===== src/hw/booth_mult_pkg.sv =====
`default_nettype none

package booth_mult_pkg;

   // Operand and result widths
   localparam int op_width   = 16;
   localparam int prod_width = 2 * op_width;

   // Radix-4 recoding of a zero-extended 16-bit multiplier needs one extra group
   localparam int group_cnt = op_width / 2 + 1;

   // Selected multiple is 17 bits, plus the inverted neg bit on top
   localparam int pp_width = op_width + 2;

   // Carry-save tree sizing: nine partial products and the correction row
   localparam int csa_rows   = group_cnt + 1;
   localparam int csa_layers = 5;

   // Prefix tree covers the 31 carries into bits 1 to 31
   localparam int prefix_levels = $clog2(prod_width - 1);

   // Each of the eight signed rows contributes an implicit -2^(2k+17) once its
   // sign bit is replaced by the inverted neg flag. This is the two's complement
   // of their sum; the neg flags themselves go into bits 0,2,..,14 of the row
   localparam logic [prod_width-1:0] sign_corr = 32'h5556_0000;

   typedef logic [op_width-1:0]   operand_t;
   typedef logic [prod_width-1:0] product_t;
   typedef logic [pp_width-1:0]   pp_row_t;
   typedef logic [group_cnt-1:0]  group_t;

endpackage

`default_nettype wire


===== src/hw/booth_multiplier.sv =====
`default_nettype none

module booth_multiplier (
   input  wire                           CLK,
   input  wire                           rst_n,
   input  wire booth_mult_pkg::operand_t mx,
   input  wire booth_mult_pkg::operand_t my,
   output booth_mult_pkg::product_t      product
);

   wire booth_mult_pkg::pp_row_t  pp_rows [0:booth_mult_pkg::group_cnt-1];
   wire booth_mult_pkg::product_t corr_row;
   wire booth_mult_pkg::product_t sum_row;
   wire booth_mult_pkg::product_t carry_row;
   wire booth_mult_pkg::product_t sum;

   // Recoding, reduction and final add are all combinational
   booth_pp_gen u_pp_gen (
      .mx       (mx),
      .my       (my),
      .pp_rows  (pp_rows),
      .corr_row (corr_row)
   );

   wallace_reducer u_reducer (
      .pp_rows   (pp_rows),
      .corr_row  (corr_row),
      .sum_row   (sum_row),
      .carry_row (carry_row)
   );

   prefix_adder u_adder (
      .a   (sum_row),
      .b   (carry_row),
      .sum (sum)
   );

   // One result per clock, one cycle after the operands
   always_ff @(posedge CLK or negedge rst_n) begin
      if (!rst_n) begin
         product <= '0;
      end else begin
         product <= sum;
      end
   end

endmodule

`default_nettype wire


===== src/hw/booth_pp_gen.sv =====
`default_nettype none

module booth_pp_gen (
   input  wire booth_mult_pkg::operand_t mx,
   input  wire booth_mult_pkg::operand_t my,
   output wire booth_mult_pkg::pp_row_t  pp_rows [0:booth_mult_pkg::group_cnt-1],
   output booth_mult_pkg::product_t      corr_row
);

   // Multiplier with the implied zero below bit 0 and zero extension on top
   wire [booth_mult_pkg::op_width+2:0] mx_ext;

   wire booth_mult_pkg::group_t single;
   wire booth_mult_pkg::group_t dbl;
   wire booth_mult_pkg::group_t neg;

   assign mx_ext = {2'b00, mx, 1'b0};

   for (genvar k = 0; k < booth_mult_pkg::group_cnt; k++) begin : g_group
      wire [2:0] win;

      // Overlapping window {mx[2k+1], mx[2k], mx[2k-1]}
      assign win = mx_ext[2*k+2:2*k];

      // Digit is +-1 when the two low bits differ, +-2 when only the top pair differs
      assign single[k] = win[0] ^ win[1];
      assign dbl[k]    = (win[1] ^ win[2]) & ~(win[0] ^ win[1]);
      assign neg[k]    = win[2];

      if (k < booth_mult_pkg::group_cnt - 1) begin : g_row
         wire [booth_mult_pkg::op_width:0] mag;

         assign mag = ({(booth_mult_pkg::op_width + 1){single[k]}} & {1'b0, my}) |
                      ({(booth_mult_pkg::op_width + 1){dbl[k]}} & {my, 1'b0});

         // One's complement here, the +1 comes in through corr_row
         assign pp_rows[k] = {~neg[k], mag ^ {(booth_mult_pkg::op_width + 1){neg[k]}}};
      end else begin : g_top_row
         wire booth_mult_pkg::operand_t top_mag;

         // Top group sees only mx[15], so this row is never negative or wider than my
         assign top_mag = ({booth_mult_pkg::op_width{single[k]}} & my) |
                          ({booth_mult_pkg::op_width{dbl[k]}} &
                           {my[booth_mult_pkg::op_width-2:0], 1'b0});

         assign pp_rows[k] = {2'b00, top_mag ^ {booth_mult_pkg::op_width{neg[k]}}};
      end
   end

   // Correction constant with the two's complement increments at even bits
   always_comb begin
      corr_row = booth_mult_pkg::sign_corr;
      for (int k = 0; k < booth_mult_pkg::group_cnt - 1; k++) begin
         corr_row[2*k] = neg[k];
      end
   end

endmodule

`default_nettype wire


===== src/hw/prefix_adder.sv =====
`default_nettype none

module prefix_adder (
   input  wire booth_mult_pkg::product_t a,
   input  wire booth_mult_pkg::product_t b,
   output wire booth_mult_pkg::product_t sum
);

   wire booth_mult_pkg::product_t prop;

   // Group generate and propagate per level. Bit i of level l covers the
   // 2^l bits ending at i; only bits 0 to 30 feed a carry inside the result
   wire [booth_mult_pkg::prod_width-2:0] gen_lvl  [0:booth_mult_pkg::prefix_levels];
   wire [booth_mult_pkg::prod_width-2:0] prop_lvl [0:booth_mult_pkg::prefix_levels-1];

   assign prop        = a ^ b;
   assign gen_lvl[0]  = a[booth_mult_pkg::prod_width-2:0] & b[booth_mult_pkg::prod_width-2:0];
   assign prop_lvl[0] = prop[booth_mult_pkg::prod_width-2:0];

   for (genvar l = 0; l < booth_mult_pkg::prefix_levels; l++) begin : g_level
      for (genvar i = 0; i < booth_mult_pkg::prod_width - 1; i++) begin : g_bit
         if (i < (1 << l)) begin : g_hold
            // Already resolved down to bit 0
            assign gen_lvl[l+1][i] = gen_lvl[l][i];
            if (l < booth_mult_pkg::prefix_levels - 1) begin : g_prop
               assign prop_lvl[l+1][i] = prop_lvl[l][i];
            end
         end else begin : g_merge
            assign gen_lvl[l+1][i] = gen_lvl[l][i] |
                                     (prop_lvl[l][i] & gen_lvl[l][i - (1 << l)]);
            // The last level needs no group propagate
            if (l < booth_mult_pkg::prefix_levels - 1) begin : g_prop
               assign prop_lvl[l+1][i] = prop_lvl[l][i] & prop_lvl[l][i - (1 << l)];
            end
         end
      end
   end

   // Carry into bit i is the group generate of bits i-1 down to 0, with no carry-in
   assign sum = prop ^ {gen_lvl[booth_mult_pkg::prefix_levels], 1'b0};

endmodule

`default_nettype wire


===== src/hw/wallace_reducer.sv =====
`default_nettype none

module wallace_reducer (
   input  wire booth_mult_pkg::pp_row_t  pp_rows [0:booth_mult_pkg::group_cnt-1],
   input  wire booth_mult_pkg::product_t corr_row,
   output wire booth_mult_pkg::product_t sum_row,
   output wire booth_mult_pkg::product_t carry_row
);

   // Rows entering a given layer. Every full triple turns into a sum and a
   // carry row, leftover rows pass straight through
   function automatic int rows_in(input int layer);
      int n;
      n = booth_mult_pkg::csa_rows;
      for (int l = 0; l < layer; l++) begin
         n = n - n / 3;
      end
      return n;
   endfunction

   // Row l of the array holds the weighted rows entering layer l, all 32 bits wide.
   // Row counts per layer run 10, 7, 5, 4, 3 and end at 2
   wire booth_mult_pkg::product_t row
      [0:booth_mult_pkg::csa_layers][0:booth_mult_pkg::csa_rows-1];

   // Partial product k sits at bit offset 2k
   for (genvar k = 0; k < booth_mult_pkg::group_cnt; k++) begin : g_place
      assign row[0][k] = booth_mult_pkg::product_t'(pp_rows[k]) << (2 * k);
   end

   assign row[0][booth_mult_pkg::csa_rows-1] = corr_row;

   for (genvar l = 0; l < booth_mult_pkg::csa_layers; l++) begin : g_layer

      // Full adders across the whole width, three rows at a time
      for (genvar g = 0; g < rows_in(l) / 3; g++) begin : g_csa
         wire booth_mult_pkg::product_t in_a;
         wire booth_mult_pkg::product_t in_b;
         wire booth_mult_pkg::product_t in_c;

         assign in_a = row[l][3*g];
         assign in_b = row[l][3*g+1];
         assign in_c = row[l][3*g+2];

         assign row[l+1][2*g] = in_a ^ in_b ^ in_c;

         // Carries weigh one bit more; the carry out of bit 31 is beyond the product
         assign row[l+1][2*g+1] = ((in_a & in_b) | (in_a & in_c) | (in_b & in_c)) << 1;
      end

      // Rows left over after the last triple move down behind the new pairs
      for (genvar r = 3 * (rows_in(l) / 3); r < rows_in(l); r++) begin : g_pass
         assign row[l+1][r - rows_in(l) / 3] = row[l][r];
      end

      // Slots no longer in use
      for (genvar r = rows_in(l + 1); r < booth_mult_pkg::csa_rows; r++) begin : g_idle
         assign row[l+1][r] = '0;
      end
   end

   assign sum_row   = row[booth_mult_pkg::csa_layers][0];
   assign carry_row = row[booth_mult_pkg::csa_layers][1];

endmodule

`default_nettype wire


===== config.mk =====
export PLATFORM = sky130hd
export DESIGN_NAME = booth_multiplier
export DESIGN_NICKNAME = d
export VERILOG_FILES = /design/src/hw/booth_mult_pkg.sv /design/src/hw/booth_multiplier.sv /design/src/hw/booth_pp_gen.sv /design/src/hw/prefix_adder.sv /design/src/hw/wallace_reducer.sv
export SDC_FILE = /design/constraint.sdc
export NUM_CORES = 1
export LEC_CHECK = 0
export ABC_AREA = 0
export BUFFER_PORTS_ARGS = -buffer_cell sky130_fd_sc_hd__buf_2
export CORE_MARGIN = 8
export CORE_UTILIZATION = 30
export CTS_CLUSTER_DIAMETER = 30
export CTS_CLUSTER_SIZE = 28
export DETAILED_ROUTE_END_ITERATION = 6
export MAX_ROUTING_LAYER = met4
export PLACE_DENSITY_LB_ADDON = 0.08
export RECOVER_POWER = 25
export SYNTH_ARGS = -nofsm -noshare
export SYNTH_HDL_FRONTEND = slang
export SYNTH_SLANG_ARGS = --single-unit

===== constraint.sdc =====
create_clock -name CLK -period 0.8 [get_ports CLK]
set_clock_uncertainty 0.15 [all_clocks]
set_input_delay 0.04 -clock CLK [delete_from_list [all_inputs] [get_ports CLK]]
set_output_delay 0.04 -clock CLK [all_outputs]
set_load 0.1 [all_outputs]

; ---- Yosys cells after proc, flatten, opt, wreduce, memory -nomap -nowiden
; Cells that the tools add are included.
[totals]
output_inout_bits = 32
regBits = 32
elab_cells = 474
input_bits = 34
[op_classes]
bitwise = 473
[op_table]
columns = operator, n
row1 = $and 31x31->31, 17
row2 = $or 31x31->31, 14
row3 = $xor 32x32->32, 12
row4 = $and 1x1->1, 226
row5 = $and 17x16->17, 8
row6 = $and 17x17->17, 8
row7 = $or 17x17->17, 8
row8 = $xor 17x17->17, 8
row9 = $or 1x1->1, 124
row10 = $and 30x31->31, 2
row11 = $xor 30x32->32, 1
row12 = $xor 32x31->32, 1
row13 = $or 31x22->31, 1
row14 = $or 31x28->31, 1
row15 = $and 24x28->28, 1
row16 = $and 26x28->28, 1
row17 = $xor 26x28->28, 1
row18 = $and 24x26->26, 1
row19 = $xor 24x26->26, 1
row20 = $and 18x22->22, 1
row21 = $and 20x22->22, 1
row22 = $xor 20x22->22, 1
row23 = $and 18x20->20, 1
row24 = $xor 18x20->20, 1
row25 = other kinds (3), 32

; ---- Depth between registers and ports, before layout
[depth]
word_depth = 32
mapped_depth = 26
ltp_nobuf = 24

; ---- Hierarchy
; From an unflattened synthesis, not the netlist that was laid out.
[unflattened]
cells_unflattened = 1311
area_unflattened_um2 = 11108.2
[by_module_without_submodules]
columns = mod, cells_per_inst, seq_area_each_um2, area_each_um2, n_inst
row1 = booth_pp_gen, 715, 0.0, 4904.7, 1
row2 = wallace_reducer, 343, 0.0, 3769.9, 1
row3 = prefix_adder, 221, 0.0, 1632.8, 1
row4 = booth_multiplier, 32, 800.8, 800.8, 1

; ---- Worst setup path after synthesis
; Ideal clock, no wire load.
[synth_timing]
path_kind = in2reg
start = in mx[11]
end = reg product[29]
path_stages = 25
slack_ns = -4.981
setup_ns = 0.080
required_ns = 0.570
arrival_time_ns = 5.551
path_buffers = 3
cell_sequence = clkbuf_1 > clkinv_1 > nor2_1 > clkbuf_1 > a21oi_1 > o22ai_1 > a21oi_1 > fa_1 > inv_1 > fa_1 > inv_1 > fa_1 > fa_1 > inv_1 > fa_1 > inv_1 > ha_1 > clkbuf_1 > a21oi_1 > o21ai_1 > a21oi_1 > nor3_1 > or4b_1 > a31oi_1 > xnor2_1
[synth_via]
elab_chain_cells = 30
word_cells_on_any_way = 121
classes_between = 121 x bitwise
[synth_rtl]
columns = element, line_no
row1 = start: declaration, booth_multiplier.sv:6  ; input wire booth_mult_pkg::operand_t mx,
row2 = $xor 1x1->1, booth_pp_gen.sv:27  ; assign dbl[k] = (win[1] ^ win[2]) & ~(win[0] ^ win[1]);
row3 = $and 1x1->1, booth_pp_gen.sv:27
row4 = $and 17x17->17, booth_pp_gen.sv:34  ; ({(booth_mult_pkg::op_width + 1){dbl[k]}} & {my, 1'b0});
row5 = $or 17x17->17, booth_pp_gen.sv:33  ; assign mag = ({(booth_mult_pkg::op_width + 1){single[k]}} & {1'b0, my}) |
row6 = $xor 17x17->17, booth_pp_gen.sv:37  ; assign pp_rows[k] = {~neg[k], mag ^ {(booth_mult_pkg::op_width + 1){neg[k]}}};
row7 = $and 24x28->28, wallace_reducer.sv:48  ; assign row[l+1][2*g+1] = ((in_a & in_b) | (in_a & in_c) | (in_b & in_c)) << 1;
row8 = $or 31x31->31, wallace_reducer.sv:48
row9 = $or 31x28->31, wallace_reducer.sv:48
row10 = [... 14 more ...], --
row11 = $and 1x1->1, prefix_adder.sv:30  ; (prop_lvl[l][i] & gen_lvl[l][i - (1 << l)]);
row12 = $or 1x1->1, prefix_adder.sv:29  ; assign gen_lvl[l+1][i] = gen_lvl[l][i] |
row13 = $and 1x1->1, prefix_adder.sv:30
row14 = $or 1x1->1, prefix_adder.sv:29
row15 = $and 1x1->1, prefix_adder.sv:30
row16 = $or 1x1->1 (2 in series), prefix_adder.sv:29
row17 = $xor 32x32->32 (*), prefix_adder.sv:40  ; assign sum = prop ^ {gen_lvl[booth_mult_pkg::prefix_levels], 1'b0};
row18 = named net sum[29], booth_multiplier.sv:15  ; wire booth_mult_pkg::product_t sum;
row19 = end signal: assignment, booth_multiplier.sv:43  ; product <= sum;
row20 = end: declaration, booth_multiplier.sv:8  ; output booth_mult_pkg::product_t product
; The timed path passes the listed nets; every way through them passes the cells marked *.

; ---- Worst setup path after layout
[layout_timing]
start = in mx[7]
end = reg product[29]
[layout_via]
elab_chain_cells = 31
word_cells_on_any_way = 125
classes_between = 125 x bitwise
[layout_rtl]
columns = element, line_no
row1 = $xor 1x1->1, "booth_pp_gen.sv:26, booth_pp_gen.sv:27"
row2 = $not 1->1, booth_pp_gen.sv:27
row3 = $and 1x1->1, booth_pp_gen.sv:27
row4 = $and 17x17->17, booth_pp_gen.sv:34
row5 = $or 17x17->17, booth_pp_gen.sv:33
row6 = $xor 17x17->17, booth_pp_gen.sv:37
row7 = $xor 24x26->26 / $and 24x26->26 (equally long branches), "wallace_reducer.sv:45, wallace_reducer.sv:48"
row8 = $xor 26x28->28 / $or 31x31->31 (equally long branches), "wallace_reducer.sv:45, wallace_reducer.sv:48"
row9 = [... 16 more ...], --
row10 = $or 1x1->1, prefix_adder.sv:29
row11 = $and 1x1->1, prefix_adder.sv:30
row12 = $or 1x1->1, prefix_adder.sv:29
row13 = $and 1x1->1, prefix_adder.sv:30
row14 = $or 1x1->1, prefix_adder.sv:29
row15 = $or 1x1->1 (*), prefix_adder.sv:29
row16 = $xor 32x32->32 (*), prefix_adder.sv:40
row17 = named net sum[29], booth_multiplier.sv:15
; Marked as above.

==> metrics.log <==
INFO  metric boundaryPins = 66
INFO  metric htreeDepth = 2
INFO  metric yosysMostFrequentCell = sky130_fd_sc_hd__nand2_1
INFO  metric critical-path-top-delay-family = adder cells
INFO  metric max_slew.worst_pin.slew = 0.463 ns
INFO  metric timing.final.crit_period = 4.96 ns
INFO  metric slew_violations = 0
INFO  metric cell_type_with_the_highest_occurrence_count_on_the_critical_path = sky130_fd_sc_hd__fa_1
INFO  metric tritoncts_clock_tree = yes
INFO  metric synth_seq_cells = 32
INFO  metric yosys_warnings = 0
INFO  metric syn_inst = 1,452
INFO  metric post_synthesis_async_set_or_reset_flop_share = 1.00
INFO  metric syn2layout_area_growth = 66.1%
INFO  metric netlist_top_cells_area = sky130_fd_sc_hd__fa_1, sky130_fd_sc_hd__ha_1, sky130_fd_sc_hd__a21oi_1
INFO  metric slew-limit-headroom = 0.690
INFO  metric synth_ff_type = sky130_fd_sc_hd__dfrtp_1
INFO  metric critPathKind = input pin to flop
INFO  metric violated_checks = negative setup slack
INFO  metric clock_sink_count = 32
INFO  metric path_clk_slew = 0.05 ns
INFO  metric core = 34,600 um^2
INFO  metric cts_buffers = 5
INFO  metric initial_antenna_violation_count = 0
INFO  metric slowest_stage = sky130_fd_sc_hd__fa_1
INFO  metric top_register = product
INFO  metric holdWs = 0.142 ns
INFO  metric drt_wl_total = 41,900 um
INFO  metric grt_setup_unrepaired = true
INFO  metric post_synth_instance_area = 10,600 um^2
INFO  metric worst_slack = -4.16 ns
INFO  metric hold_violations = 0
INFO  metric setup_viol = 64
INFO  metric io_buffer_count = 65
INFO  metric cell_breakdown_of_the_critical_path = buf_6 > xor2_2 > and2_4 > buf_12 > a22oi_1 > o21ai_1 > fa_1 > fa_1 > inv_1 > fa_1 > inv_1 > fa_1 > ha_4 > inv_2 > ha_4 > a21oi_2 > o21ai_1 > a21oi_2 > nor3_2 > or4b_4 > a31oi_4 > xnor2_1
INFO  metric hold_path_class = input pin to asynchronous set/reset pin
INFO  metric horiz_die_dim = 204 um
INFO  metric num-nets-final = 2,032
INFO  metric die-height = 204 um
INFO  metric worst_ep_required_time = 0.85 ns
INFO  metric ys_top_cells_by_count = sky130_fd_sc_hd__nand2_1, sky130_fd_sc_hd__a21oi_1, sky130_fd_sc_hd__inv_1
INFO  metric synthDominantAreaCellType = sky130_fd_sc_hd__fa_1
INFO  metric via_count_of_the_first_global_routing_pass = 11,600
INFO  metric antenna_violating_nets_post_route = 0
INFO  metric drt-pass1-iter-count = 5
INFO  metric route.detailed.vias_per_inst = 5.18
INFO  metric timing.max_cap.violations = 0
INFO  metric clock_tree.buffer_depth = 2
INFO  metric row_count = 68
INFO  metric grt_start_max_net_pins = 33
INFO  metric detail_route.wl_per_cell = 18.6 um
INFO  metric post-route-period-util = 6.20
INFO  metric dp_hpwl = 33,100 um
INFO  metric status = finished with violations
INFO  metric largest_register_ff_count = 32
INFO  metric global_route.usage.total = 0.202
INFO  metric ctsRootBufferMaster = sky130_fd_sc_hd__clkbuf_16
INFO  metric synth.avg_cell_area = 7.28 um^2
INFO  metric timing.critical_path.arrival = 5.01 ns
INFO  metric yosysSeqAreaShare = 0.0757
INFO  metric synth_top_cell_area_share = 0.197
INFO  metric fmax = 202 MHz
INFO  metric synth_enable_flop_cells = 0
INFO  metric cp.buffers_inverters = 5
INFO  metric cp-end-kind = flop
INFO  metric antenna_cells = 0
INFO  metric start_util = 0.305
INFO  metric grt_first_pass_wirelength = 65,500 um
INFO  metric startpoint_type = input pin
INFO  metric critical_path.max_stage_delay = 0.55 ns
INFO  metric yosysUniqueCellTypes = 54
INFO  metric mappedNetlistNets = 1,683
INFO  metric routed-via-count = 11,700
INFO  metric critical_path.max_fanout = 6
INFO  metric drcViolationCount = 0
INFO  metric globalRoute.totalOverflow = 0
INFO  metric fp.dieArea = 41,500 um^2
INFO  metric globalplace.congestion = 0.914
INFO  metric largestRegisters = product (32)
INFO  metric cp_num_cells = 22
INFO  metric drive_above_1_share = 0.472
INFO  metric detailedRoute.firstIterationViolations = 691
## area by class of cell
cell class                 instances  area [um^2]
multi-input combinational       1113        10500
tap                              455          569
sequential                        32          917
timing repair buffer             491         4800
clock buffer                       8          156
fill                            3275        17100
inverter                         158          613
## layout by cell type (no fill, tap or decap), drive strengths merged, types with 2 or more instances in the layout
cell type,count
buf,484
nand2,190
a21oi,167
inv,153
fa,104
ha,93
nor2,79
o21ai,76
o22ai,58
maj3,48
a22oi,45
xnor2,41
a221oi,35
dfrtp,32
and2,24
xor2,22
nor2b,19
nand3,14
o31ai,12
nand4,10
clkbuf,10
nor3,8
a211oi,7
a31oi,7
o311a,6
a21o,6
o221ai,6
and3,5
nand2b,5
bufbuf,4
clkinv,4
o21bai,4
o211ai,3
o21a,3
a32oi,2
nand4b,2
a21boi,2
a311oi,2
## per-stage QoR
step                 util  cells  worst slack, ns  cell area, um^2  setup TNS [ns]
finish              0.507   2257            -4.16            17600         -115.92
global route        0.507   2257            -4.34            17600         -121.06
CTS                 0.487   2240            -4.17            16900         -116.01
detailed placement  0.424   2179            -4.78            14700         -120.39
global placement    0.424   2179            -4.79            14700         -120.84
floorplan               -   1452            -4.45            11400         -104.19
## what timing repair did
item | 4_1_cts | 5_1_grt
gates cloned | 7 | 0
hold endpoints to repair | 32 | 0
hold buffers | 1 | 0
gates resized for setup | 350 | 116
pin swaps | 131 | 85
setup buffers | 48 | 18
setup endpoints to repair | 64 | 64
## final timing paths
| check | startpoint | to | slack [ns] |
|---|---|---|---|
| worst max-delay path | mx[7] | product[29] | -4.16 |
| worst min-delay path | rst_n | product[31] | 0.14 |
| max in group asynchronous | rst_n | product[10] | 0.09 |
| min in group CLK | mx[3] | product[2] | 0.18 |
## logic make-up (layout without fill, tap and decap cells)
| family | after synthesis | after routing | synth area share |
|---|---|---|---|
| XOR/XNOR | 63 | 63 | 0.0522 |
| adder cells (fa/ha/maj) | 245 | 245 | 0.352 |
| buffers and inverters | 308 | 657 | 0.111 |
| flip-flops | 32 | 32 | 0.0757 |
| AND/OR/NAND/NOR | 359 | 360 | 0.148 |
| AO/OA/AOI/OAI | 445 | 445 | 0.261 |
## per-layer routing
| layer | share of wire | routed length, um | track usage | vias to the layer above |
|---|---|---|---|---|
| met5 | 0 | 0 | - | - |
| met4 | 0.031 | 1300 | 0.0679 | 0 |
| met3 | 0.037 | 1560 | 0.0132 | 55 |
| met2 | 0.46 | 19200 | 0.313 | 300 |
| met1 | 0.47 | 19800 | 0.276 | 5633 |
| li1 | - | - | - | 5695 |
Power is not shown: default switching activity piles up to over one toggle a cycle in this logic, so the estimate is an artifact.
